===== src/rtl/tile_pkg.sv =====
package tile_pkg;

  // ------------------------------
  // Sizes
  // ------------------------------
  localparam int XLEN          = 32;
  localparam int PHY_NUM       = 32;
  localparam int PHY_W         = 5;
  localparam int ROB_SIZE      = 8;
  localparam int CMT_ID_W      = 3;
  localparam int IQ_SIZE       = 4;
  // Slot index and age width inside an issue queue
  localparam int IQ_IDX_W      = 2;
  // Two read ports per execution unit
  localparam int RD_PORT_NUM   = 4;
  localparam int DONE_PORT_NUM = 2;

  // ------------------------------
  // Categories and opcodes
  // ------------------------------
  typedef enum logic {CAT_ALU, CAT_BR} inst_cat_t;

  typedef enum logic [1:0] {OP_ADD, OP_SUB, OP_AND, OP_XOR} alu_op_t;

  // BR_LT is a signed compare
  typedef enum logic {BR_EQ, BR_LT} br_op_t;

  typedef struct packed {
    alu_op_t               op;
    logic [PHY_W-1:0]      rd;
    logic [CMT_ID_W-1:0]   cmt_id;
  } alu_payload_t;

  typedef struct packed {
    br_op_t                op;
    logic                  pred_taken;
    logic [CMT_ID_W-1:0]   cmt_id;
  } br_payload_t;

  typedef struct packed {
    logic                  valid;
    logic [CMT_ID_W-1:0]   cmt_id;
    logic [XLEN-1:0]       data;
    logic                  taken;
    logic                  mispred;
  } done_rpt_t;

endpackage


===== src/rtl/rob.sv =====
`timescale 1ns/1ps

module rob (
  input  logic                          i_clk,
  input  logic                          i_rst_n,
  input  logic                          i_alloc,
  input  tile_pkg::inst_cat_t           i_alloc_cat,
  input  logic [tile_pkg::PHY_W-1:0]    i_alloc_rd,
  input  tile_pkg::done_rpt_t           i_done_rpt [tile_pkg::DONE_PORT_NUM],
  output logic                          o_full,
  output logic [tile_pkg::CMT_ID_W-1:0] o_new_cmt_id,
  output logic                          o_commit_valid,
  output logic [tile_pkg::CMT_ID_W-1:0] o_commit_cmt_id,
  output tile_pkg::inst_cat_t           o_commit_cat,
  output logic [tile_pkg::PHY_W-1:0]    o_commit_rd,
  output logic [tile_pkg::XLEN-1:0]     o_commit_data,
  output logic                          o_commit_taken,
  output logic                          o_commit_mispred
);

  logic [tile_pkg::CMT_ID_W-1:0] r_head;
  logic [tile_pkg::CMT_ID_W-1:0] r_tail;
  logic [tile_pkg::CMT_ID_W:0]   r_count;
  logic [tile_pkg::ROB_SIZE-1:0] r_done;

  tile_pkg::inst_cat_t           r_cat     [tile_pkg::ROB_SIZE];
  logic [tile_pkg::PHY_W-1:0]    r_rd      [tile_pkg::ROB_SIZE];
  logic [tile_pkg::XLEN-1:0]     r_data    [tile_pkg::ROB_SIZE];
  logic [tile_pkg::ROB_SIZE-1:0] r_taken;
  logic [tile_pkg::ROB_SIZE-1:0] r_mispred;

  logic                          w_commit;

  assign o_full       = (r_count == tile_pkg::ROB_SIZE);
  assign o_new_cmt_id = r_tail;
  assign w_commit     = (r_count != '0) && r_done[r_head];

  // ------------------------------
  // Pointers and completion
  // ------------------------------
  always_ff @(posedge i_clk or negedge i_rst_n) begin
    if (!i_rst_n) begin
      r_head         <= '0;
      r_tail         <= '0;
      r_count        <= '0;
      r_done         <= '0;
      o_commit_valid <= 1'b0;
    end else begin
      for (int p = 0; p < tile_pkg::DONE_PORT_NUM; p++) begin
        if (i_done_rpt[p].valid) begin
          r_done[i_done_rpt[p].cmt_id] <= 1'b1;
        end
      end
      if (i_alloc) begin
        r_done[r_tail] <= 1'b0;
        r_tail         <= r_tail + 1'b1;
      end
      if (w_commit) begin
        r_head <= r_head + 1'b1;
      end
      r_count        <= r_count + i_alloc - w_commit;
      o_commit_valid <= w_commit;
    end
  end

  // ------------------------------
  // Entry payload and commit data
  // ------------------------------
  always_ff @(posedge i_clk) begin
    if (i_alloc) begin
      r_cat[r_tail] <= i_alloc_cat;
      r_rd[r_tail]  <= i_alloc_rd;
    end
    for (int p = 0; p < tile_pkg::DONE_PORT_NUM; p++) begin
      if (i_done_rpt[p].valid) begin
        r_data[i_done_rpt[p].cmt_id]    <= i_done_rpt[p].data;
        r_taken[i_done_rpt[p].cmt_id]   <= i_done_rpt[p].taken;
        r_mispred[i_done_rpt[p].cmt_id] <= i_done_rpt[p].mispred;
      end
    end
    o_commit_cmt_id  <= r_head;
    o_commit_cat     <= r_cat[r_head];
    o_commit_rd      <= r_rd[r_head];
    o_commit_data    <= r_data[r_head];
    o_commit_taken   <= r_taken[r_head];
    o_commit_mispred <= r_mispred[r_head];
  end

endmodule


===== config.mk =====
export PLATFORM = sky130hd
export DESIGN_NAME = rob
export DESIGN_NICKNAME = d
export VERILOG_FILES = /design/src/rtl/tile_pkg.sv /design/src/rtl/rob.sv
export SDC_FILE = /design/constraint.sdc
export NUM_CORES = 1
export LEC_CHECK = 0
export BUFFER_PORTS_ARGS = -buffer_cell sky130_fd_sc_hd__clkbuf_2
export CAP_MARGIN = 20
export CORE_MARGIN = 2
export CORE_UTILIZATION = 60
export CTS_BUF_LIST = sky130_fd_sc_hd__clkbuf_4
export DETAILED_ROUTE_END_ITERATION = 10
export MAX_ROUTING_LAYER = met4
export PLACE_DENSITY = 0.77
export SYNTH_ARGS = -nofsm -noshare
export SYNTH_HDL_FRONTEND = slang
export SYNTH_SLANG_ARGS = --single-unit

===== constraint.sdc =====
create_clock -name i_clk -period 2.75 [get_ports i_clk]
set_input_delay 0.1375 -clock i_clk [delete_from_list [all_inputs] [get_ports i_clk]]
set_output_delay 0.1375 -clock i_clk [all_outputs]
set_load 0.005 [all_outputs]

==> flow_summary.json <==
{
  "cap_viol_max_count": 0,
  "cts_tree": "built",
  "grt_pass1_vias": 10900,
  "dpl.cell_count": 1460,
  "die_area_um2": 30300,
  "dp_hpwl_um": 22300,
  "num_vias": 10200,
  "syn_nets": 1059,
  "syn_area_um2": 17400,
  "status": "completed",
  "worstPathArrival_ps": 3040,
  "synth_cell_type_count": 40,
  "grt_util_all_layers_pct": 27.8,
  "critPathKind": "flip-flop to flip-flop",
  "grt_pass1_wl_um": 61700,
  "drtAntennaViolNets": 0,
  "ys_top_cells_by_area": "edfxtp_1 53%, mux2_2 15%, mux4_2 8.4%, dfxtp_1 6.8%, mux2_1 4.3%",
  "die_height_um": 174,
  "rows": 62,
  "slew_headroom_pct": 35.8,
  "irDropWorstVdd_v": 0.000636,
  "n_fill_cell": 1830,
  "synth_cells": 965,
  "timing.critical_path.mode_cell": "ha_1",
  "clk-insertion-delay-late_ps": 730,
  "htree_num_levels": 3,
  "final_common_cell": "edfxtp_1",
  "core-area_um2": 28600,
  "clkTransAtPathRegs_ps": 70,
  "slowest_stage": "dfrtp_4",
  "final_net_count": 1386,
  "power.leakage_nw": 7.75,
  "instances_no_fill": 1765,
  "drc": 0,
  "multi_input_area_um2": 6170,
  "first_iter_violations": 876,
  "clkSinkCount": 382,
  "required_ps": 3370,
  "syn_to_final_growth_pct": 21.2,
  "dr.pass1.iters": 6,
  "worst_pin_slew_ps": 963,
  "antenna_found_initial": 4,
  "skew_ps": 37.9,
  "worst_setup_path_start_kind": "flip-flop",
  "yosysTopAreaCellShare_pct": 52.6,
  "async_flop_share_pct": 4.97,
  "cp_cell_sequence": "mux2_1, nor3b_2, nor3_2, ha_1, inv_1, ha_1, fa_1, xor2_1",
  "gr-total-overflow": 0,
  "setup-tns-final_ps": 0,
  "avgViaCountPerCell": 5.81,
  "min_period_over_period_pct": 88.0,
  "synth-edff-count": 304,
  "synth-main-ff-cell": "edfxtp_1",
  "final-setup-viol-count": 0,
  "seq_area_um2": 10800,
  "die_x_um": 174,
  "routabilityCongestion": 0.781,
  "grt_max_degree": 62,
  "post-cts-setup-buffers": 0,
  "cts_buffers": 98,
  "yosys_register_bits": 382,
  "ios": 133,
  "final_cell_mix": "304 x edfxtp_1, 232 x mux2_2, 157 x clkbuf_4, 132 x clkbuf_2, 116 x dlygate4sd3_1",
  "detail_route.wl_per_cell_um": 22.7,
  "slowest_delay_ps": 510,
  "io_buffers": 132,
  "layout-drive-gt1-share_pct": 47.3,
  "clockRootBuffer": "clkbuf_4",
  "crit_path_end_kind": "flip-flop",
  "min_period_ps": 2420,
  "path_max_fanout": 6,
  "yosysSeqAreaShare_pct": 62.2,
  "cts_buffer_depth": 3,
  "rsz0062_at_grt": "false",
  "power_density_nw_per_um2": 819,
  "yosysWarnings": 0,
  "maxSlewViolCount": 0,
  "syn_area_per_cell_um2": 18.0,
  "yosysTopAreaCell": "edfxtp_1",
  "hp-class": "input pin to flip-flop",
  "fmax_mhz": 413,
  "start_util_pct": 60.6,
  "hold_viol": 0,
  "drt-total-wl_um": 40000,
  "hold-worst-slack_ps": 56.1
}
[power breakdown]
| part | leakage (nW) | switching, mW | total [mW] | internal [mW] |
|---|---|---|---|---|
| Clock | 0.782 | 2.30 | 4.98 | 2.69 |
| Sequential | 3.50 | 0.414 | 7.62 | 7.20 |
| Combinational | 3.47 | 2.08 | 4.62 | 2.54 |
| Total | 7.75 | 4.79 | 17.2 | 12.4 |
[per-stage QoR]
step	instance area (um^2)	setup slack, ps	utilization (%)	power [mW]
floorplan	17400	425	-	11.0
global placement	18500	398	64.7	12.1
detailed placement	18500	341	64.7	12.2
CTS	21000	337	73.4	17.4
global route	21000	274	73.5	18.1
finish	21000	330	73.5	17.2
[routing by layer]
metal	vias to the layer above	share of wire (%)	global-route usage [%]
met2	345	50	44.5
met5	-	0	-
li1	4597	-	-
met3	60	5.7	5.29
met1	5246	43	36.6
met4	0	1.7	8.26
[cells by family (layout without fill, tap and decap cells)]
family / count (synthesis) / count (layout) / synth area share [%]
adders and majority gates: 9 / 9 / 0.692
DFF: 382 / 382 / 62.2
muxes: 398 / 398 / 31.2
buffers and inverters: 67 / 478 / 2.44
and+or+nand+nor: 81 / 81 / 2.46
other: 0 / 5 / 0
xor gates and xnor gates: 6 / 6 / 0.303
AOI/OAI and AO/OA: 22 / 22 / 0.736
[worst paths after layout]
check	startpoint	endpoint	slack, ps	cells after the start
worst max-delay path	r_head[0]	r_count[2]	330	8
worst min-delay path	i_done_rpt[73]	r_done[0]	60	5
worst max register to register	r_head[0]	r_count[2]	330	8
worst min register to register	r_done[5]	r_done[5]	510	2
max in group asynchronous	i_rst_n	r_head[1]	1490	3
min in group asynchronous	i_rst_n	r_count[2]	590	3
[registers in the layout (all words and copies together), names as in the netlist]
| register | flops |
|---|---|
| o_commit_taken | 1 |
| o_new_cmt_id | 3 |
| r_count | 4 |
| r_taken | 8 |
| o_commit_mispred | 1 |
| r_data | 256 |
| r_head | 3 |
| o_commit_rd | 5 |
| r_cat | 8 |
| r_done | 8 |
| o_commit_cat | 1 |
| r_rd | 40 |
| o_commit_data | 32 |
| o_commit_cmt_id | 3 |
| r_mispred | 8 |
| o_commit_valid | 1 |
[Yosys cell counts (2+ instances only)]
cell type	instances
a21oi_1	9
nand2_1	17
a22o_1	2
o21ai_0	4
nor3b_1	4
nor3_1	10
mux4_1	15
nor2_1	28
mux2i_1	19
buf_12	5
buf_1	2
nand2b_1	5
xor2_1	5
or2_2	4
mux2_1	67
buf_4	5
dfrtp_1	19
buf_2	39
inv_1	6
clkbuf_1	7
mux2_2	232
dfxtp_1	59
edfxtp_1	304
ha_1	8
mux4_2	65
nand4b_1	6
buf_6	3
o21ai_1	4
[worst max-delay path: cells and delay by family, from the launching register on]
kind                     cells  cell delay, ps
adder cells (fa/ha/maj)      3             880
flip-flops                   1             510
AND/OR/NAND/NOR              2             350
multiplexers                 1             340
XOR/XNOR                     1             170
buffers and inverters        1              50
[final cells by class]
type	instances	share of cell area [%]
Clock inverter	27	0.696
Multi-Input combinational cell	516	29.4
Timing Repair Buffer	288	10.6
Inverter	6	0.107
Clock buffer	157	5.60
Tap cell	384	2.28
Antenna cell	5	0.0595
Sequential cell	382	51.3
[timing repair]
| action | CTS | global route |
|---|---|---|
| setup endpoints to repair | 0 | 0 |
| hold endpoints to repair | 344 | 0 |
| hold buffers | 116 | 0 |
| resized for setup | 0 | 0 |
Note: power is estimated with default switching activity, not from simulation.
