$ cat src/rtl/tile_pkg.sv
package tile_pkg;

  // ------------------------------
  // Sizes
  // ------------------------------
  localparam int XLEN          = 32;
  localparam int PHY_NUM       = 32;
  localparam int PHY_W         = 5;
  localparam int ROB_SIZE      = 8;
  localparam int CMT_ID_W      = 3;
  localparam int IQ_SIZE       = 4;
  // Slot index and age width inside an issue queue
  localparam int IQ_IDX_W      = 2;
  // Two read ports per execution unit
  localparam int RD_PORT_NUM   = 4;
  localparam int DONE_PORT_NUM = 2;

  // ------------------------------
  // Categories and opcodes
  // ------------------------------
  typedef enum logic {CAT_ALU, CAT_BR} inst_cat_t;

  typedef enum logic [1:0] {OP_ADD, OP_SUB, OP_AND, OP_XOR} alu_op_t;

  // BR_LT is a signed compare
  typedef enum logic {BR_EQ, BR_LT} br_op_t;

  typedef struct packed {
    alu_op_t               op;
    logic [PHY_W-1:0]      rd;
    logic [CMT_ID_W-1:0]   cmt_id;
  } alu_payload_t;

  typedef struct packed {
    br_op_t                op;
    logic                  pred_taken;
    logic [CMT_ID_W-1:0]   cmt_id;
  } br_payload_t;

  typedef struct packed {
    logic                  valid;
    logic [CMT_ID_W-1:0]   cmt_id;
    logic [XLEN-1:0]       data;
    logic                  taken;
    logic                  mispred;
  } done_rpt_t;

endpackage

$ cat src/rtl/issue_queue.sv
`timescale 1ns/1ps

module issue_queue #(
  parameter type T_PAYLOAD = tile_pkg::alu_payload_t
) (
  input  logic                       i_clk,
  input  logic                       i_rst_n,
  input  logic                       i_write,
  input  T_PAYLOAD                   i_payload,
  input  logic [tile_pkg::PHY_W-1:0] i_rs1,
  input  logic [tile_pkg::PHY_W-1:0] i_rs2,
  input  logic                       i_rs1_ready,
  input  logic                       i_rs2_ready,
  input  logic                       i_wb_valid,
  input  logic [tile_pkg::PHY_W-1:0] i_wb_rd,
  output logic                       o_full,
  output logic                       o_issue_valid,
  output T_PAYLOAD                   o_issue_payload,
  output logic [tile_pkg::PHY_W-1:0] o_issue_rs1,
  output logic [tile_pkg::PHY_W-1:0] o_issue_rs2
);

  typedef logic [tile_pkg::IQ_IDX_W-1:0] idx_t;

  logic [tile_pkg::IQ_SIZE-1:0] r_valid;
  logic [tile_pkg::IQ_SIZE-1:0] r_rs1_rdy;
  logic [tile_pkg::IQ_SIZE-1:0] r_rs2_rdy;
  idx_t                         r_age [tile_pkg::IQ_SIZE];
  T_PAYLOAD                     r_payload [tile_pkg::IQ_SIZE];
  logic [tile_pkg::PHY_W-1:0]   r_rs1 [tile_pkg::IQ_SIZE];
  logic [tile_pkg::PHY_W-1:0]   r_rs2 [tile_pkg::IQ_SIZE];

  logic [tile_pkg::IQ_SIZE-1:0] w_ready;
  idx_t                         w_sel;
  idx_t                         w_free;
  logic [tile_pkg::IQ_IDX_W:0]  w_count;
  logic                         w_new_rs1_rdy;
  logic                         w_new_rs2_rdy;

  assign w_ready       = r_valid & r_rs1_rdy & r_rs2_rdy;
  assign o_full        = &r_valid;
  // Bypass a write-back that lands in the dispatch cycle
  assign w_new_rs1_rdy = i_rs1_ready | (i_wb_valid && i_wb_rd == i_rs1);
  assign w_new_rs2_rdy = i_rs2_ready | (i_wb_valid && i_wb_rd == i_rs2);

  // Oldest ready entry has the smallest age
  always_comb begin
    o_issue_valid = 1'b0;
    w_sel         = '0;
    w_free        = '0;
    w_count       = '0;
    for (int i = tile_pkg::IQ_SIZE - 1; i >= 0; i--) begin
      if (!r_valid[i]) begin
        w_free = idx_t'(i);
      end
      w_count = w_count + r_valid[i];
    end
    for (int i = 0; i < tile_pkg::IQ_SIZE; i++) begin
      if (w_ready[i] && (!o_issue_valid || r_age[i] < r_age[w_sel])) begin
        o_issue_valid = 1'b1;
        w_sel         = idx_t'(i);
      end
    end
  end

  assign o_issue_payload = r_payload[w_sel];
  assign o_issue_rs1     = r_rs1[w_sel];
  assign o_issue_rs2     = r_rs2[w_sel];

  always_ff @(posedge i_clk or negedge i_rst_n) begin
    if (!i_rst_n) begin
      r_valid   <= '0;
      r_rs1_rdy <= '0;
      r_rs2_rdy <= '0;
      for (int i = 0; i < tile_pkg::IQ_SIZE; i++) begin
        r_age[i] <= '0;
      end
    end else begin
      for (int i = 0; i < tile_pkg::IQ_SIZE; i++) begin
        if (r_valid[i]) begin
          // Wakeup from the write-back bus
          if (i_wb_valid && r_rs1[i] == i_wb_rd) begin
            r_rs1_rdy[i] <= 1'b1;
          end
          if (i_wb_valid && r_rs2[i] == i_wb_rd) begin
            r_rs2_rdy[i] <= 1'b1;
          end
          // Younger entries move up when an older one leaves
          if (o_issue_valid && r_age[i] > r_age[w_sel]) begin
            r_age[i] <= r_age[i] - 1'b1;
          end
        end
      end
      if (o_issue_valid) begin
        r_valid[w_sel] <= 1'b0;
      end
      if (i_write) begin
        r_valid[w_free]   <= 1'b1;
        r_rs1_rdy[w_free] <= w_new_rs1_rdy;
        r_rs2_rdy[w_free] <= w_new_rs2_rdy;
        r_age[w_free]     <= idx_t'(w_count - o_issue_valid);
      end
    end
  end

  always_ff @(posedge i_clk) begin
    if (i_write) begin
      r_payload[w_free] <= i_payload;
      r_rs1[w_free]     <= i_rs1;
      r_rs2[w_free]     <= i_rs2;
    end
  end

endmodule

$ cat src/rtl/bru_unit.sv
`timescale 1ns/1ps

module bru_unit (
  input  logic                          i_clk,
  input  logic                          i_rst_n,
  input  logic                          i_disp,
  input  logic                          i_op,
  input  logic                          i_pred_taken,
  input  logic [tile_pkg::PHY_W-1:0]    i_rs1,
  input  logic [tile_pkg::PHY_W-1:0]    i_rs2,
  input  logic [tile_pkg::CMT_ID_W-1:0] i_cmt_id,
  input  logic                          i_rs1_ready,
  input  logic                          i_rs2_ready,
  input  logic                          i_wb_valid,
  input  logic [tile_pkg::PHY_W-1:0]    i_wb_rd,
  input  logic [tile_pkg::XLEN-1:0]     i_rs1_data,
  input  logic [tile_pkg::XLEN-1:0]     i_rs2_data,
  output logic                          o_full,
  output logic [tile_pkg::PHY_W-1:0]    o_rs1_idx,
  output logic [tile_pkg::PHY_W-1:0]    o_rs2_idx,
  output tile_pkg::done_rpt_t           o_done_rpt
);

  tile_pkg::br_payload_t           w_disp_payload;
  tile_pkg::br_payload_t           w_iss_payload;
  logic                            w_iss_valid;
  logic                            w_taken;

  logic                            r_valid;
  logic [tile_pkg::CMT_ID_W-1:0]   r_cmt_id;
  logic                            r_taken;
  logic                            r_mispred;

  assign w_disp_payload.op         = tile_pkg::br_op_t'(i_op);
  assign w_disp_payload.pred_taken = i_pred_taken;
  assign w_disp_payload.cmt_id     = i_cmt_id;

  issue_queue #(
    .T_PAYLOAD(tile_pkg::br_payload_t)
  ) u_br_iq (
    .i_clk          (i_clk),
    .i_rst_n        (i_rst_n),
    .i_write        (i_disp),
    .i_payload      (w_disp_payload),
    .i_rs1          (i_rs1),
    .i_rs2          (i_rs2),
    .i_rs1_ready    (i_rs1_ready),
    .i_rs2_ready    (i_rs2_ready),
    .i_wb_valid     (i_wb_valid),
    .i_wb_rd        (i_wb_rd),
    .o_full         (o_full),
    .o_issue_valid  (w_iss_valid),
    .o_issue_payload(w_iss_payload),
    .o_issue_rs1    (o_rs1_idx),
    .o_issue_rs2    (o_rs2_idx)
  );

  // Branch condition
  always_comb begin
    case (w_iss_payload.op)
      tile_pkg::BR_EQ: w_taken = (i_rs1_data == i_rs2_data);
      tile_pkg::BR_LT: w_taken = ($signed(i_rs1_data) < $signed(i_rs2_data));
      default:         w_taken = 1'b0;
    endcase
  end

  always_ff @(posedge i_clk or negedge i_rst_n) begin
    if (!i_rst_n) begin
      r_valid <= 1'b0;
    end else begin
      r_valid <= w_iss_valid;
    end
  end

  always_ff @(posedge i_clk) begin
    r_cmt_id  <= w_iss_payload.cmt_id;
    r_taken   <= w_taken;
    r_mispred <= w_taken ^ w_iss_payload.pred_taken;
  end

  // No register result, so data stays zero
  always_comb begin
    o_done_rpt         = '0;
    o_done_rpt.valid   = r_valid;
    o_done_rpt.cmt_id  = r_cmt_id;
    o_done_rpt.taken   = r_taken;
    o_done_rpt.mispred = r_mispred;
  end

endmodule

$ cat config.mk
export PLATFORM = sky130hd
export DESIGN_NAME = bru_unit
export DESIGN_NICKNAME = d
export VERILOG_FILES = /design/src/rtl/tile_pkg.sv /design/src/rtl/issue_queue.sv /design/src/rtl/bru_unit.sv
export SDC_FILE = /design/constraint.sdc
export NUM_CORES = 1
export LEC_CHECK = 0
export BUFFER_PORTS_ARGS = -buffer_cell sky130_fd_sc_hd__clkbuf_2
export CAP_MARGIN = 25
export CORE_ASPECT_RATIO = 0.8
export CORE_MARGIN = 10
export CORE_UTILIZATION = 30
export CTS_CLUSTER_SIZE = 24
export DETAILED_ROUTE_END_ITERATION = 12
export HOLD_SLACK_MARGIN = 0.12
export PLACE_DENSITY = 0.53
export SYNTH_ARGS = -nofsm -noshare
export SYNTH_HDL_FRONTEND = slang
export SYNTH_SLANG_ARGS = --single-unit
$ cat constraint.sdc
create_clock -name i_clk -period 5.4 [get_ports i_clk]
set_clock_uncertainty 0.15 [all_clocks]
set_input_delay 0 -clock i_clk [delete_from_list [all_inputs] [get_ports i_clk]]
set_output_delay 0 -clock i_clk [all_outputs]
set_load 0.05 [all_outputs]
==> impl_metrics.csv <==
group,metric,value,unit
sta,post-route-period-util,94.8,%
floorplanning,rows,44,
drt,wl_per_cell,16.5,microns
worst_setup_path,critical_path.max_fanout,6,
synth,synth-edff-count,60,
global_routing,grt_util_all_layers,12.5,%
sta,slew_viol_final,0,
pwr,p_seq_share,25.6,%
worst_setup_path,worst_ep_required_time,5.48,ns
finish,layout.nets,823,
worst_setup_path,crit_path_frequent_cell,"ha_1",
finish,drive_gt1_share,23.7,%
synth,synth_seq_cells,86,
clock_tree,h-tree-depth,3,
drt,firstDrtPassIters,5,
worst_setup_path,slowest_delay,0.45,ns
worst_setup_path,path_cells,"ha_1, a2111oi_0, a211o_1, and2_1, ha_1, or3_1, o32a_2, a31oi_2, inv_1, ha_1, or3_4, o22ai_2, o21ai_0, buf_4, ha_1, nor2_2, a21boi_0, o21bai_1, xnor2_1, mux2_2",
worst_setup_path,setup.worst_path.class,"register to register",
sta,fmax,195,MHz
placement,gp_congestion,0.839,
finish,fin_area,7010,sq um
clock_tree,tritoncts,"done",
synth,syn_area,5660,sq um
placement,io_buffers,106,
clock_tree,root_buffer,"clkbuf_16",
pwr,power.density,596,nW/um^2
sta,post-route-min-period,5.12,ns
finish,area_growth,23.7,%
clock_tree,cts_sinks,86,
floorplanning,start_util,30.9,%
pwr,p_sw,2090,uW
worst_setup_path,cp_slowest_cell,"dfrtp_1",
drt,routed_wl,15700,microns
sta,fin_hold_ws,0.174,ns
global_routing,grt_max_degree,30,
synth,synth_area_leader_cell,"edfxtp_1",
sta,finalHoldViolations,0,
worst_setup_path,cp_num_buf_inv,2,
global_routing,grt_pass1_wl,25200,microns
clock_tree,clock_path_buffers,2,
synth,async_flop_share,24.4,%
drt,drtAntennaViolNets,0,
hold_path,hp-class,"primary input to register",
worst_setup_path,crit_arrival,5.20,ns
floorplanning,dieArea,24800,sq um
flow_run,drv_cap,0,
synth,synth.distinct_cells,62,
floorplanning,core,18300,sq um
floorplanning,fp.dieH,143,microns
clock_tree,numCtsBuffers,9,
global_routing,antenna_found_initial,0,
floorplanning,die_width,174,microns
synth,synth.top_cell.area_share,31.8,%
finish,finish.utilization,38.2,%
synth,synth_flop_cell,"edfxtp_1",
floorplanning,ioPinCount,139,
pwr,swShare,50.1,%
sta,rsz0062_at_grt,"no",
sta,tightestPinTransition,0.938,ns
drt,drt_iter0_markers,301,
pwr,p_int,2080,uW
pwr,p_leak,0.00303,uW
worst_setup_path,end_kind,"register",
pwr,p_comb_share,59.9,%
drt,drc_errors,0,
clock_tree,clk_latency,0.35,ns
finish,layout_common_cells,"106 x clkbuf_2, 60 x edfxtp_1, 44 x inv_1",
synth,synth_area_leaders,"edfxtp_1 32%, dfrtp_1 9.3%, ha_1 9.1%, xor2_1 6.3%, buf_4 4.6%",
finish,final_common_cell,"clkbuf_2",
worst_setup_path,critPathLaunchType,"register",
sta,slew_headroom,37.3,%
global_routing,gr-total-overflow,0,
synth,yosys_warnings,0,
drt,viasPerCell,4.70,
worst_setup_path,crit_family,"compound AO/OA/AOI/OAI gates",
synth,synth.avg_cell_area,10.2,sq um
sta,setup_viol,0,
sta,setup_tns,0,ns
placement,post_dp_cell_area,6420,sq um
run_status,outcome,"finished, final reports clean",
placement,dp_hpwl,11900,microns
drt,vias,4464,
finish,antenna_cells,0,
global_routing,grt_pass1_vias,4751,
pwr,power_frac_clock,14.4,%
synth,ys_seq_area_share,42.9,%
clock_tree,clkTransAtPathRegs,0.07,ns
synth,syn_inst,557,
pwr,vdd_drop_max,0.000365,V
## tightest hold or removal path: cells and delay by family
| kind | cells | cell delay, ns |
|---|---|---|
| simple gates | 2 | 0.22 |
| fa+ha+maj | 1 | 0.15 |
| buf+inv | 1 | 0.08 |
| mux | 1 | 0.19 |
## layout make-up
class / instances / area (sq um)
clock buffers: 10 / 229
clock inverters: 6 / 53.8
fillers: 1826 / 11300
inverters: 44 / 165
multi-input cells: 406 / 2920
flip-flops and latches: 86 / 2430
well taps: 253 / 317
repair buffers: 144 / 892
## sequential cells by signal, indices dropped and copies added (netlist names)
signal	count
r_cmt_id	3
r_mispred	1
r_taken	1
r_valid	1
u_br_iq.r_age	8
u_br_iq.r_payload	20
u_br_iq.r_rs1	20
u_br_iq.r_rs1_rdy	4
u_br_iq.r_rs2	20
u_br_iq.r_rs2_rdy	4
u_br_iq.r_valid	4
## metrics by stage
stage          setup slack (ns)  power (uW)  cells
2_1_floorplan            0.0691        2840    588
6_report                  0.280        4170    949
5_1_grt                  0.0158        4510    949
4_1_cts                   0.153        4140    947
3_3_place_gp              0.324        3440    905
3_5_place_dp              0.174        3500    906
## final timing paths
kind	start	endpoint	slack [ns]	cells after the start
setup / recovery	u_br_iq.r_age[5]	u_br_iq.r_age[0]	0.28	20
min in group asynchronous	i_rst_n	u_br_iq.r_age[1]	0.54	4
hold reg to reg	u_br_iq.r_payload[3][0]	r_cmt_id[0]	0.30	2
hold / removal	i_rs1_data[1]	r_taken	0.17	5
setup reg to reg	u_br_iq.r_age[5]	u_br_iq.r_age[0]	0.28	20
max in group asynchronous	i_rst_n	u_br_iq.r_rs1_rdy[0]	4.41	4
## routing by layer
| metal | up-vias | track usage (%) | share of wire [%] |
|---|---|---|---|
| met3 | 16 | 3.85 | 7.0 |
| met5 | - | 0 | 0 |
| li1 | 2223 | - | - |
| met2 | 162 | 19.8 | 43 |
| met1 | 2063 | 16.5 | 49 |
| met4 | 0 | 2.56 | 1.0 |
## cells in the mapped netlist (3+ instances only)
master,count
a211oi_1,6
a21o_1,4
a21oi_1,32
a311oi_1,8
a31oi_1,4
a32oi_1,3
and2_1,4
buf_4,35
clkbuf_1,13
dfrtp_1,21
dfxtp_1,5
edfxtp_1,60
ha_1,41
inv_1,44
mux2i_1,18
nand2_1,35
nand3_1,9
nand4_1,8
nor2_1,32
nor3_1,17
nor4_1,15
o211ai_1,4
o21ai_0,35
o32ai_1,3
xnor2_1,13
xor2_1,41
## kinds of logic after synthesis
group           share of synthesized area [%]
simple gates                             12.1
compound gates                           14.1
other cells                            0.0662
fa+ha+maj                                9.61
flops                                    42.9
mux                                      3.98
xor+xnor                                 8.35
buf+inv                                  8.95
## repair_timing
action | 4_1_cts | 5_1_grt
hold endpoints to repair | 114 | 0
setup buffers | 0 | 2
gates resized for setup | 0 | 5
hold buffers | 25 | 0
setup endpoints to repair | 0 | 4
## power by group through the flow
stage | clock [uW] | combinational (uW) | sequential [uW]
detailed placement | 0 | 2420 | 1080
CTS | 615 | 2450 | 1070
global placement | 0 | 2370 | 1070
global route | 650 | 2760 | 1090
floorplan | 0 | 1770 | 1070
finish | 603 | 2500 | 1070
Power figures use the tool's default switching activity.
