===== src/rtl/tile_pkg.sv =====
package tile_pkg;

  // ------------------------------
  // Sizes
  // ------------------------------
  localparam int XLEN          = 32;
  localparam int PHY_NUM       = 32;
  localparam int PHY_W         = 5;
  localparam int ROB_SIZE      = 8;
  localparam int CMT_ID_W      = 3;
  localparam int IQ_SIZE       = 4;
  // Slot index and age width inside an issue queue
  localparam int IQ_IDX_W      = 2;
  // Two read ports per execution unit
  localparam int RD_PORT_NUM   = 4;
  localparam int DONE_PORT_NUM = 2;

  // ------------------------------
  // Categories and opcodes
  // ------------------------------
  typedef enum logic {CAT_ALU, CAT_BR} inst_cat_t;

  typedef enum logic [1:0] {OP_ADD, OP_SUB, OP_AND, OP_XOR} alu_op_t;

  // BR_LT is a signed compare
  typedef enum logic {BR_EQ, BR_LT} br_op_t;

  typedef struct packed {
    alu_op_t               op;
    logic [PHY_W-1:0]      rd;
    logic [CMT_ID_W-1:0]   cmt_id;
  } alu_payload_t;

  typedef struct packed {
    br_op_t                op;
    logic                  pred_taken;
    logic [CMT_ID_W-1:0]   cmt_id;
  } br_payload_t;

  typedef struct packed {
    logic                  valid;
    logic [CMT_ID_W-1:0]   cmt_id;
    logic [XLEN-1:0]       data;
    logic                  taken;
    logic                  mispred;
  } done_rpt_t;

endpackage


===== src/rtl/issue_queue.sv =====
`timescale 1ns/1ps

module issue_queue #(
  parameter type T_PAYLOAD = tile_pkg::alu_payload_t
) (
  input  logic                       i_clk,
  input  logic                       i_rst_n,
  input  logic                       i_write,
  input  T_PAYLOAD                   i_payload,
  input  logic [tile_pkg::PHY_W-1:0] i_rs1,
  input  logic [tile_pkg::PHY_W-1:0] i_rs2,
  input  logic                       i_rs1_ready,
  input  logic                       i_rs2_ready,
  input  logic                       i_wb_valid,
  input  logic [tile_pkg::PHY_W-1:0] i_wb_rd,
  output logic                       o_full,
  output logic                       o_issue_valid,
  output T_PAYLOAD                   o_issue_payload,
  output logic [tile_pkg::PHY_W-1:0] o_issue_rs1,
  output logic [tile_pkg::PHY_W-1:0] o_issue_rs2
);

  typedef logic [tile_pkg::IQ_IDX_W-1:0] idx_t;

  logic [tile_pkg::IQ_SIZE-1:0] r_valid;
  logic [tile_pkg::IQ_SIZE-1:0] r_rs1_rdy;
  logic [tile_pkg::IQ_SIZE-1:0] r_rs2_rdy;
  idx_t                         r_age [tile_pkg::IQ_SIZE];
  T_PAYLOAD                     r_payload [tile_pkg::IQ_SIZE];
  logic [tile_pkg::PHY_W-1:0]   r_rs1 [tile_pkg::IQ_SIZE];
  logic [tile_pkg::PHY_W-1:0]   r_rs2 [tile_pkg::IQ_SIZE];

  logic [tile_pkg::IQ_SIZE-1:0] w_ready;
  idx_t                         w_sel;
  idx_t                         w_free;
  logic [tile_pkg::IQ_IDX_W:0]  w_count;
  logic                         w_new_rs1_rdy;
  logic                         w_new_rs2_rdy;

  assign w_ready       = r_valid & r_rs1_rdy & r_rs2_rdy;
  assign o_full        = &r_valid;
  // Bypass a write-back that lands in the dispatch cycle
  assign w_new_rs1_rdy = i_rs1_ready | (i_wb_valid && i_wb_rd == i_rs1);
  assign w_new_rs2_rdy = i_rs2_ready | (i_wb_valid && i_wb_rd == i_rs2);

  // Oldest ready entry has the smallest age
  always_comb begin
    o_issue_valid = 1'b0;
    w_sel         = '0;
    w_free        = '0;
    w_count       = '0;
    for (int i = tile_pkg::IQ_SIZE - 1; i >= 0; i--) begin
      if (!r_valid[i]) begin
        w_free = idx_t'(i);
      end
      w_count = w_count + r_valid[i];
    end
    for (int i = 0; i < tile_pkg::IQ_SIZE; i++) begin
      if (w_ready[i] && (!o_issue_valid || r_age[i] < r_age[w_sel])) begin
        o_issue_valid = 1'b1;
        w_sel         = idx_t'(i);
      end
    end
  end

  assign o_issue_payload = r_payload[w_sel];
  assign o_issue_rs1     = r_rs1[w_sel];
  assign o_issue_rs2     = r_rs2[w_sel];

  always_ff @(posedge i_clk or negedge i_rst_n) begin
    if (!i_rst_n) begin
      r_valid   <= '0;
      r_rs1_rdy <= '0;
      r_rs2_rdy <= '0;
      for (int i = 0; i < tile_pkg::IQ_SIZE; i++) begin
        r_age[i] <= '0;
      end
    end else begin
      for (int i = 0; i < tile_pkg::IQ_SIZE; i++) begin
        if (r_valid[i]) begin
          // Wakeup from the write-back bus
          if (i_wb_valid && r_rs1[i] == i_wb_rd) begin
            r_rs1_rdy[i] <= 1'b1;
          end
          if (i_wb_valid && r_rs2[i] == i_wb_rd) begin
            r_rs2_rdy[i] <= 1'b1;
          end
          // Younger entries move up when an older one leaves
          if (o_issue_valid && r_age[i] > r_age[w_sel]) begin
            r_age[i] <= r_age[i] - 1'b1;
          end
        end
      end
      if (o_issue_valid) begin
        r_valid[w_sel] <= 1'b0;
      end
      if (i_write) begin
        r_valid[w_free]   <= 1'b1;
        r_rs1_rdy[w_free] <= w_new_rs1_rdy;
        r_rs2_rdy[w_free] <= w_new_rs2_rdy;
        r_age[w_free]     <= idx_t'(w_count - o_issue_valid);
      end
    end
  end

  always_ff @(posedge i_clk) begin
    if (i_write) begin
      r_payload[w_free] <= i_payload;
      r_rs1[w_free]     <= i_rs1;
      r_rs2[w_free]     <= i_rs2;
    end
  end

endmodule


===== src/rtl/alu_unit.sv =====
`timescale 1ns/1ps

module alu_unit (
  input  logic                          i_clk,
  input  logic                          i_rst_n,
  input  logic                          i_disp,
  input  logic [1:0]                    i_op,
  input  logic [tile_pkg::PHY_W-1:0]    i_rd,
  input  logic [tile_pkg::PHY_W-1:0]    i_rs1,
  input  logic [tile_pkg::PHY_W-1:0]    i_rs2,
  input  logic [tile_pkg::CMT_ID_W-1:0] i_cmt_id,
  input  logic                          i_rs1_ready,
  input  logic                          i_rs2_ready,
  input  logic                          i_wb_valid,
  input  logic [tile_pkg::PHY_W-1:0]    i_wb_rd,
  input  logic [tile_pkg::XLEN-1:0]     i_rs1_data,
  input  logic [tile_pkg::XLEN-1:0]     i_rs2_data,
  output logic                          o_full,
  output logic [tile_pkg::PHY_W-1:0]    o_rs1_idx,
  output logic [tile_pkg::PHY_W-1:0]    o_rs2_idx,
  output logic                          o_wb_valid,
  output logic [tile_pkg::PHY_W-1:0]    o_wb_rd,
  output logic [tile_pkg::XLEN-1:0]     o_wb_data,
  output tile_pkg::done_rpt_t           o_done_rpt
);

  tile_pkg::alu_payload_t          w_disp_payload;
  tile_pkg::alu_payload_t          w_iss_payload;
  logic                            w_iss_valid;
  logic [tile_pkg::XLEN-1:0]       w_result;

  logic                            r_valid;
  logic [tile_pkg::PHY_W-1:0]      r_rd;
  logic [tile_pkg::CMT_ID_W-1:0]   r_cmt_id;
  logic [tile_pkg::XLEN-1:0]       r_result;

  assign w_disp_payload.op     = tile_pkg::alu_op_t'(i_op);
  assign w_disp_payload.rd     = i_rd;
  assign w_disp_payload.cmt_id = i_cmt_id;

  issue_queue #(
    .T_PAYLOAD(tile_pkg::alu_payload_t)
  ) u_alu_iq (
    .i_clk          (i_clk),
    .i_rst_n        (i_rst_n),
    .i_write        (i_disp),
    .i_payload      (w_disp_payload),
    .i_rs1          (i_rs1),
    .i_rs2          (i_rs2),
    .i_rs1_ready    (i_rs1_ready),
    .i_rs2_ready    (i_rs2_ready),
    .i_wb_valid     (i_wb_valid),
    .i_wb_rd        (i_wb_rd),
    .o_full         (o_full),
    .o_issue_valid  (w_iss_valid),
    .o_issue_payload(w_iss_payload),
    .o_issue_rs1    (o_rs1_idx),
    .o_issue_rs2    (o_rs2_idx)
  );

  // ------------------------------
  // Execute
  // ------------------------------
  always_comb begin
    case (w_iss_payload.op)
      tile_pkg::OP_ADD: w_result = i_rs1_data + i_rs2_data;
      tile_pkg::OP_SUB: w_result = i_rs1_data - i_rs2_data;
      tile_pkg::OP_AND: w_result = i_rs1_data & i_rs2_data;
      tile_pkg::OP_XOR: w_result = i_rs1_data ^ i_rs2_data;
      default:          w_result = '0;
    endcase
  end

  always_ff @(posedge i_clk or negedge i_rst_n) begin
    if (!i_rst_n) begin
      r_valid <= 1'b0;
    end else begin
      r_valid <= w_iss_valid;
    end
  end

  always_ff @(posedge i_clk) begin
    r_rd     <= w_iss_payload.rd;
    r_cmt_id <= w_iss_payload.cmt_id;
    r_result <= w_result;
  end

  assign o_wb_valid = r_valid;
  assign o_wb_rd    = r_rd;
  assign o_wb_data  = r_result;

  always_comb begin
    o_done_rpt         = '0;
    o_done_rpt.valid   = r_valid;
    o_done_rpt.cmt_id  = r_cmt_id;
    o_done_rpt.data    = r_result;
  end

endmodule


===== config.mk =====
export PLATFORM = sky130hd
export DESIGN_NAME = alu_unit
export DESIGN_NICKNAME = d
export VERILOG_FILES = /design/src/rtl/tile_pkg.sv /design/src/rtl/issue_queue.sv /design/src/rtl/alu_unit.sv
export SDC_FILE = /design/constraint.sdc
export NUM_CORES = 1
export LEC_CHECK = 0
export BUFFER_PORTS_ARGS = -buffer_cell sky130_fd_sc_hd__buf_2
export CORE_MARGIN = 10
export CORE_UTILIZATION = 58
export CTS_BUF_LIST = sky130_fd_sc_hd__clkbuf_4
export DETAILED_ROUTE_END_ITERATION = 12
export PLACE_DENSITY_LB_ADDON = 0.2
export RECOVER_POWER = 100
export SLEW_MARGIN = 15
export SYNTH_ARGS = -nofsm -noshare
export SYNTH_HDL_FRONTEND = slang
export SYNTH_HIERARCHICAL = 1
export SYNTH_SLANG_ARGS = --single-unit

===== constraint.sdc =====
create_clock -name i_clk -period 8.9 [get_ports i_clk]
set_input_delay 0.89 -clock i_clk [delete_from_list [all_inputs] [get_ports i_clk]]
set_output_delay 0.89 -clock i_clk [all_outputs]
set_load 0.01 [all_outputs]

==> results of run 1 <==
## flip-flops by register name, summed over array words and instances (netlist names)
| name | count |
|---|---|
| u_alu_iq/r_valid | 4 |
| r_cmt_id | 3 |
| u_alu_iq/r_rs1 | 20 |
| o_wb_valid | 1 |
| u_alu_iq/r_age | 8 |
| o_wb_data | 32 |
| u_alu_iq/r_payload | 40 |
| u_alu_iq/r_rs2_rdy | 4 |
| u_alu_iq/r_rs1_rdy | 4 |
| o_wb_rd | 5 |
| u_alu_iq/r_rs2 | 20 |
## worst reg2reg max path, delay by kind of cell (launching register included)
kind | cells | cell delay (ps)
flops | 1 | 490
mux | 1 | 270
buf+inv | 6 | 1140
simple gates | 4 | 1230
xor+xnor | 1 | 190
compound gates | 15 | 3660
fa+ha+maj | 4 | 1050
## synth_stat cells (4+ instances only)
library cell	n
a31o_2	4
o21ai_0	32
o21bai_1	7
buf_1	7
a221oi_1	5
or2_2	4
edfxtp_1	80
nor3_1	19
o21a_1	5
nand4_1	7
a21oi_1	98
nor2_1	51
dfrtp_1	21
dfxtp_1	40
a211oi_1	8
mux2_2	6
xnor2_1	36
o31ai_1	6
nand3_1	37
a311oi_1	9
and3_1	16
a221o_1	21
mux2i_1	24
o21ai_1	17
nor4_1	13
buf_2	5
or3_1	7
o211a_1	4
o41ai_2	4
nand2_1	72
and2_1	9
clkbuf_1	31
o211ai_1	13
or4_1	4
a2111oi_0	4
a21o_1	10
nand2b_1	12
inv_1	22
and4_1	4
xor2_1	65
nor2b_1	13
buf_4	35
a31oi_1	6
ha_1	73
## metrics by stage
stage / cells / utilization / hold WS (ps)
after floorplan: 1020 / - / 448
after global placement: 1352 / 0.644 / 452
after detailed placement: 1352 / 0.644 / 457
after CTS: 1384 / 0.664 / 254
after global routing: 1385 / 0.654 / 519
final: 1386 / 0.654 / 495
## final cells by class
cell class | count | area (µm²)
diodes | 2 | 5.00
flip-flops and latches | 141 | 3730
clock inverters | 15 | 196
fillers | 1435 | 5730
well taps | 220 | 275
multi-input cells | 777 | 5600
repair buffers | 191 | 836
inverters | 23 | 86.3
clock buffers | 17 | 128
## cells by family (layout without fill, tap and decap cells)
| logic type | count (synthesis) | after routing |
|---|---|---|
| flops | 141 | 141 |
| other cells | 1 | 4 |
| simple gates | 285 | 285 |
| mux | 33 | 33 |
| compound gates | 280 | 280 |
| xor+xnor | 102 | 102 |
| fa+ha+maj | 75 | 75 |
| buf+inv | 102 | 246 |
## path summary, 6_finish.rpt
check | end | cells past startpoint | start | slack, ps
worst max-delay path | o_wb_data[29] | 31 | u_alu_iq/r_age[7] | 750
worst min-delay path | o_wb_rd[0] | 1 | u_alu_iq/r_payload[1][3] | 490
worst max register to register | o_wb_data[29] | 31 | u_alu_iq/r_age[7] | 750
worst min register to register | o_wb_rd[0] | 1 | u_alu_iq/r_payload[1][3] | 490
max in group asynchronous | u_alu_iq/r_age[5] | 1 | i_rst_n | 7600
min in group asynchronous | u_alu_iq/r_rs1_rdy[2] | 1 | i_rst_n | 550
## metal layers
layer	vias to the layer above	global-route usage	wire length, µm	share of wire
li1	4059	-	-	-
met1	4064	0.314	11800	0.43
met2	438	0.381	12600	0.46
met3	54	0.0588	2500	0.091
met4	0	0.0850	604	0.022
met5	-	0	0	0
==> flow_summary.json, run 1 <==
{
  "crit_fanout": 55,
  "yosysTopAreaCellShare": 0.244,
  "dr_total_vias": 8615,
  "min_period_ps": 8150,
  "hpwl_um": 20300,
  "path_clk_slew_ps": 150,
  "final_common_cell": "clkbuf_1",
  "status": "finished, violations left",
  "antenna_found_initial": 1,
  "synthSimpleGateAreaFrac": 0.150,
  "synth_seq_cells": 141,
  "area_growth_pct": 10.3,
  "start_util": 0.593,
  "max_slew.worst_pin.slew_ps": 2620,
  "postCtsSetupBuffers": 0,
  "core-area_mm2": 0.0166,
  "required_ps": 9360,
  "final_area_mm2": 0.0109,
  "gp_congestion": 0.974,
  "drive_above_1_share": 0.127,
  "synth_mux_area_frac": 0.0347,
  "drt_iter0_drc": 671,
  "synth_top_family_by_area": "compound AO/OA/AOI/OAI gates",
  "via_per_inst": 6.22,
  "hold_buffers": 0,
  "grt_pass1_wl_um": 43600,
  "finClkSkew_ps": 27.4,
  "nNetsFinal": 1321,
  "cpMostUsedCell": "ha_1",
  "cts_resized": 0,
  "wl_um": 27500,
  "hold_viol_final": 0,
  "setup_slack_ps": 749,
  "die_x_um": 150,
  "layout_common_cells": "110 x clkbuf_1, 98 x a21oi_1, 80 x edfxtp_1",
  "synth.distinct_cells": 83,
  "critPathTopFamily": "compound AO/OA/AOI/OAI gates",
  "maxCapViolations": 5,
  "numCtsBuffers": 17,
  "ios": 182,
  "die_y_um": 150,
  "worst_ep_arrival_time_ps": 8620,
  "clock_path_buffers": 2,
  "clock-root-buffer": "clkbuf_4",
  "synth-compound-area-share": 0.194,
  "grt_overflow": 0,
  "place_ws_ps": 1160,
  "drtAntennaViolNets": 0,
  "clock.fmax_ghz": 0.123,
  "netlist_instances": 1019,
  "cp_slowest_cell": "nand2_1",
  "min_path_type": "flip-flop to flip-flop",
  "synthXorXnorAreaFrac": 0.0916,
  "place_area_mm2": 0.0107,
  "yosysTopAreaCell": "edfxtp_1",
  "std_cell_rows": 47,
  "first_global_vias": 8501,
  "ys_top_cells_by_area": "edfxtp_1 24%, ha_1 9.3%, dfxtp_1 8.1%, xor2_1 5.8%, dfrtp_1 5.3%",
  "cts_tree": "built",
  "firstDrtPassIters": 5,
  "drc": 0,
  "violations": "capacitance limit, slew limit",
  "finalSetupTns_ps": 0,
  "rsz0062_at_grt": "false",
  "htree_levels": 4,
  "cpPeakStageDelay_ps": 560,
  "port-buffer-count": 179,
  "synth_edf_count": 80,
  "synth-main-ff-cell": "edfxtp_1",
  "ys_warn_count": 6,
  "path_buf_inv": 6,
  "async_reset_ff_frac": 0.149,
  "drv_slew": 168,
  "grt_max_degree": 56,
  "dieArea_mm2": 0.0226,
  "synthAdderAreaFrac": 0.0969,
  "synth_area_per_cell_um2": 9.66,
  "cp-start-kind": "flip-flop",
  "wire_per_inst_um": 19.9,
  "netlist_area_mm2": 0.00984,
  "slew_headroom": -0.756,
  "worst_setup_path_end_kind": "flip-flop",
  "clk_latency_ps": 580,
  "ys_seq_area_frac": 0.379,
  "cts_sinks": 141,
  "critPathKind": "flip-flop to flip-flop",
  "setup_violations": 0,
  "fin_crit_sh": 0.916,
  "grt_usage": 0.241
}
Power of run 1 is left out: the tool's default activity adds up to more than one toggle a clock period on the data nets, which glitch-free logic cannot reach.
==> run 2: changes to the inputs <==
- CORE_UTILIZATION: 58 -> 60
- clock period: 8.9 -> 10.1 ns (I/O delays scaled with it)
==> flow_summary.json, run 2 (synthesis results as in run 1) <==
{
  "start_util": 0.615,
  "cts_tree": "built",
  "cp-start-kind": "flip-flop",
  "largest_register_ffs": 40,
  "crit_fanout": 53,
  "ios": 182,
  "clk_latency_ps": 570,
  "nNetsFinal": 1319,
  "antenna_found_initial": 1,
  "required_ps": 10550,
  "grt_max_degree": 57,
  "maxCapViolations": 4,
  "clock_path_buffers": 2,
  "cp_slowest_cell": "o21ai_4",
  "first_global_vias": 8390,
  "port-buffer-count": 179,
  "die_y_um": 148,
  "final_common_cell": "clkbuf_1",
  "hpwl_um": 20400,
  "drtAntennaViolNets": 0,
  "clock-root-buffer": "clkbuf_4",
  "worst_ep_arrival_time_ps": 9700,
  "grt_usage": 0.245,
  "die_x_um": 148,
  "min_path_type": "flip-flop to flip-flop",
  "violations": "capacitance limit, slew limit",
  "critPathTopFamily": "compound AO/OA/AOI/OAI gates",
  "min_period_ps": 9250,
  "clock.fmax_ghz": 0.108,
  "slew_headroom": -0.721,
  "setup_violations": 0,
  "cts_resized": 0,
  "critPathKind": "flip-flop to flip-flop",
  "finClkSkew_ps": 26.2,
  "cts_sinks": 141,
  "hold_buffers": 0,
  "numCtsBuffers": 17,
  "cpMostUsedCell": "ha_1",
  "busiest_layer": "met2",
  "met1_usage": 0.331,
  "drv_slew": 120,
  "dieArea_mm2": 0.0219,
  "area_growth_pct": 9.70,
  "use_met2": 0.377,
  "status": "finished, violations left",
  "grt_overflow": 0,
  "wire_per_inst_um": 20.1,
  "max_slew.worst_pin.slew_ps": 2570,
  "postCtsSetupBuffers": 0,
  "hold_ws_ps": 499,
  "gp_congestion": 0.971,
  "drc": 0,
  "dr_total_vias": 8544,
  "layout_common_cells": "110 x clkbuf_1, 98 x a21oi_1, 80 x edfxtp_1",
  "htree_levels": 4,
  "rsz0062_at_grt": "false",
  "std_cell_rows": 46,
  "core-area_mm2": 0.0160,
  "cpPeakStageDelay_ps": 600,
  "path_buf_inv": 6,
  "drt_iter0_drc": 626,
  "met3_usage": 0.0646,
  "worst_setup_path_end_kind": "flip-flop",
  "wl_um": 27700,
  "grt_pass1_wl_um": 43800,
  "hold_viol_final": 0,
  "drive_above_1_share": 0.125,
  "path_clk_slew_ps": 150,
  "finalSetupTns_ps": 0,
  "fin_crit_sh": 0.916,
  "top_register": "u_alu_iq/r_payload",
  "firstDrtPassIters": 5,
  "via_per_inst": 6.19
}
[run 2: path summary, 6_finish.rpt]
check	start	endpoint	slack (ps)	depth (start not counted)
max in group asynchronous	i_rst_n	u_alu_iq/r_valid[1]	8670	1
worst max-delay path	u_alu_iq/r_age[7]	o_wb_data[23]	850	32
worst min-delay path	u_alu_iq/r_payload[3][2]	r_cmt_id[2]	500	1
min in group asynchronous	i_rst_n	u_alu_iq/r_valid[0]	670	1
worst max register to register	u_alu_iq/r_age[7]	o_wb_data[23]	850	32
worst min register to register	u_alu_iq/r_payload[3][2]	r_cmt_id[2]	500	1
[run 2: layer usage]
layer	wire (µm)	up-vias
li1	-	4050
met1	12000	4022
met2	12500	426
met3	2610	46
met4	549	0
met5	0	-
[run 2: worst register-to-register path: cells and delay by family, from the launching register on]
kind / cells / cell delay (ps)
and+or+nand+nor: 7 / 1890
DFF: 1 / 480
AOI/OAI and AO/OA: 12 / 3390
buffers and inverters: 6 / 1520
adders and majority gates: 4 / 1060
muxes: 2 / 610
xor gates and xnor gates: 1 / 180
[run 2: stage by stage]
step / area, µm² / instances / utilization / worst slack (ps)
after floorplan: 9840 / 1020 / - / 3130
after global placement: 10700 / 1346 / 0.667 / 1130
after detailed placement: 10700 / 1346 / 0.667 / 867
after CTS: 11000 / 1378 / 0.685 / 757
after global routing: 10800 / 1380 / 0.675 / 185
final: 10800 / 1380 / 0.675 / 853
[run 2: final cells by class]
cell class | count | area (µm²)
fill | 1394 | 5210
tap | 216 | 270
antenna | 2 | 5.00
inverter | 23 | 86.3
timing repair buffer | 189 | 823
multi-input combinational | 777 | 5590
clock buffer | 18 | 135
sequential | 141 | 3730
clock inverter | 14 | 155
Power of run 2 is left out for the same reason.
==> run 3: changes to the inputs <==
- PLACE_DENSITY: unset -> 0.92
- PLACE_DENSITY_LB_ADDON: 0.2 -> unset
==> flow_summary.json, run 3 (synthesis results as in run 1) <==
{
  "drive_above_1_share": 0.123,
  "port-buffer-count": 179,
  "wl_um": 28900,
  "reg2regPathDepth": 30,
  "final_common_cell": "clkbuf_1",
  "cpPeakStageDelay_ps": 880,
  "dr_wl_met2_um": 13400,
  "top_register": "u_alu_iq/r_payload",
  "fin_util": 0.674,
  "worst_ep_arrival_time_ps": 9600,
  "maxCapViolations": 3,
  "ios": 182,
  "numCtsBuffers": 17,
  "final_area_mm2": 0.0108,
  "nNetsFinal": 1320,
  "die_y_um": 148,
  "nFillCells": 1258,
  "via_per_inst": 6.53,
  "postCtsSetupBuffers": 0,
  "hold_viol_final": 0,
  "core-area_mm2": 0.0160,
  "layout_common_cells": "111 x clkbuf_1, 99 x a21oi_1, 80 x edfxtp_1",
  "grt_usage": 0.253,
  "dieArea_mm2": 0.0219,
  "wire_per_inst_um": 20.9,
  "std_cell_rows": 46,
  "htree_levels": 4,
  "setup_violations": 0,
  "highest_layer": "met5",
  "fin_crit_sh": 0.903,
  "crit_fanout": 56,
  "fin_cells": 1380,
  "drc": 0,
  "placed_cells": 1347,
  "critPathKind": "flip-flop to flip-flop",
  "area_growth_pct": 9.63,
  "clock.fmax_ghz": 0.110,
  "rr_startpoint": "u_alu_iq/r_age[7]",
  "grt_max_degree": 57,
  "slew_headroom": -0.230,
  "clk_latency_ps": 590,
  "cts_sinks": 141,
  "hold_buffers": 0,
  "finalSetupTns_ps": 0,
  "met3_wirelength_um": 3160,
  "firstDrtPassIters": 9,
  "hpwl_um": 20800,
  "antenna_found_initial": 2,
  "cp_slowest_cell": "nand2_1",
  "drv_slew": 84,
  "dr_total_vias": 9005,
  "die_x_um": 148,
  "cts_tree": "built",
  "r2r_slack_ps": 970,
  "cp-start-kind": "flip-flop",
  "hold_depth": 1,
  "first_global_vias": 8814,
  "required_ps": 10580,
  "grt_overflow": 0,
  "drt_iter0_drc": 1169,
  "largest_register_ffs": 40,
  "grt_pass1_wl_um": 45000,
  "place_area_mm2": 0.0107,
  "rsz0062_at_grt": "false",
  "min_path_type": "flip-flop to flip-flop",
  "finClkSkew_ps": 30.0,
  "drtAntennaViolNets": 0,
  "start_util": 0.615,
  "gp_congestion": 0.972,
  "min_period_ps": 9130,
  "clock-root-buffer": "clkbuf_4",
  "worst_setup_path_end_kind": "flip-flop",
  "met1_length_um": 11100,
  "path_clk_slew_ps": 150,
  "worstReg2RegEnd": "o_wb_data[29]",
  "status": "finished, violations left",
  "cts_resized": 0,
  "clock_path_buffers": 2,
  "min_from": "u_alu_iq/r_payload[1][2]",
  "violations": "capacitance limit, slew limit",
  "min_to": "r_cmt_id[2]",
  "max_slew.worst_pin.slew_ps": 1840
}
## run 3: cell count changes in the layout (fill, tap and decap cells not counted), sizes merged
cell      change
bufinv        +1
clkinv        -3
clkinvlp      +1
diode         -1
inv           +2
## run 3: stage by stage
step | hold WS, ps | setup slack [ps]
2_1_floorplan | 448 | 3130
3_3_place_gp | 451 | 1980
3_5_place_dp | 455 | 1750
6_report | 478 | 975
4_1_cts | 367 | 1660
5_1_grt | 496 | 422
## run 3: metal layers
layer / GRT usage / up-vias
met1: 0.313 / 4147
li1: - / 4046
met2: 0.406 / 671
met3: 0.0646 / 139
met4: 0.116 / 2
met5: 0 / -
## run 3: final cells by class
cell class | count | area (µm²) | share of cell area
repair buffers | 190 | 827 | 0.0767
flip-flops and latches | 141 | 3730 | 0.346
inverters | 23 | 86.3 | 0.00800
well taps | 216 | 270 | 0.0251
multi-input cells | 777 | 5580 | 0.517
clock buffers | 17 | 128 | 0.0118
clock inverters | 15 | 169 | 0.0157
diodes | 1 | 2.50 | 0.000232
## run 3: worst max path at each step
stage	start	endpoint	slack (ps)
after floorplan	u_alu_iq/r_age[7]	o_wb_data[21]	3130
after global placement	u_alu_iq/r_age[7]	o_wb_data[27]	1980
after detailed placement	u_alu_iq/r_age[7]	o_wb_data[29]	1750
after CTS	u_alu_iq/r_age[7]	o_wb_data[29]	1660
after global routing	u_alu_iq/r_age[7]	o_wb_data[29]	420
final	u_alu_iq/r_age[7]	o_wb_data[29]	970
## run 3: critical path: cells and delay by family, from the launching register on
family / cells / cell delay, ps
fa+ha+maj: 4 / 1090
compound gates: 15 / 3850
simple gates: 4 / 1460
flops: 1 / 490
xor+xnor: 1 / 200
mux: 1 / 360
buf+inv: 5 / 1530
Power of run 3 is left out for the same reason.
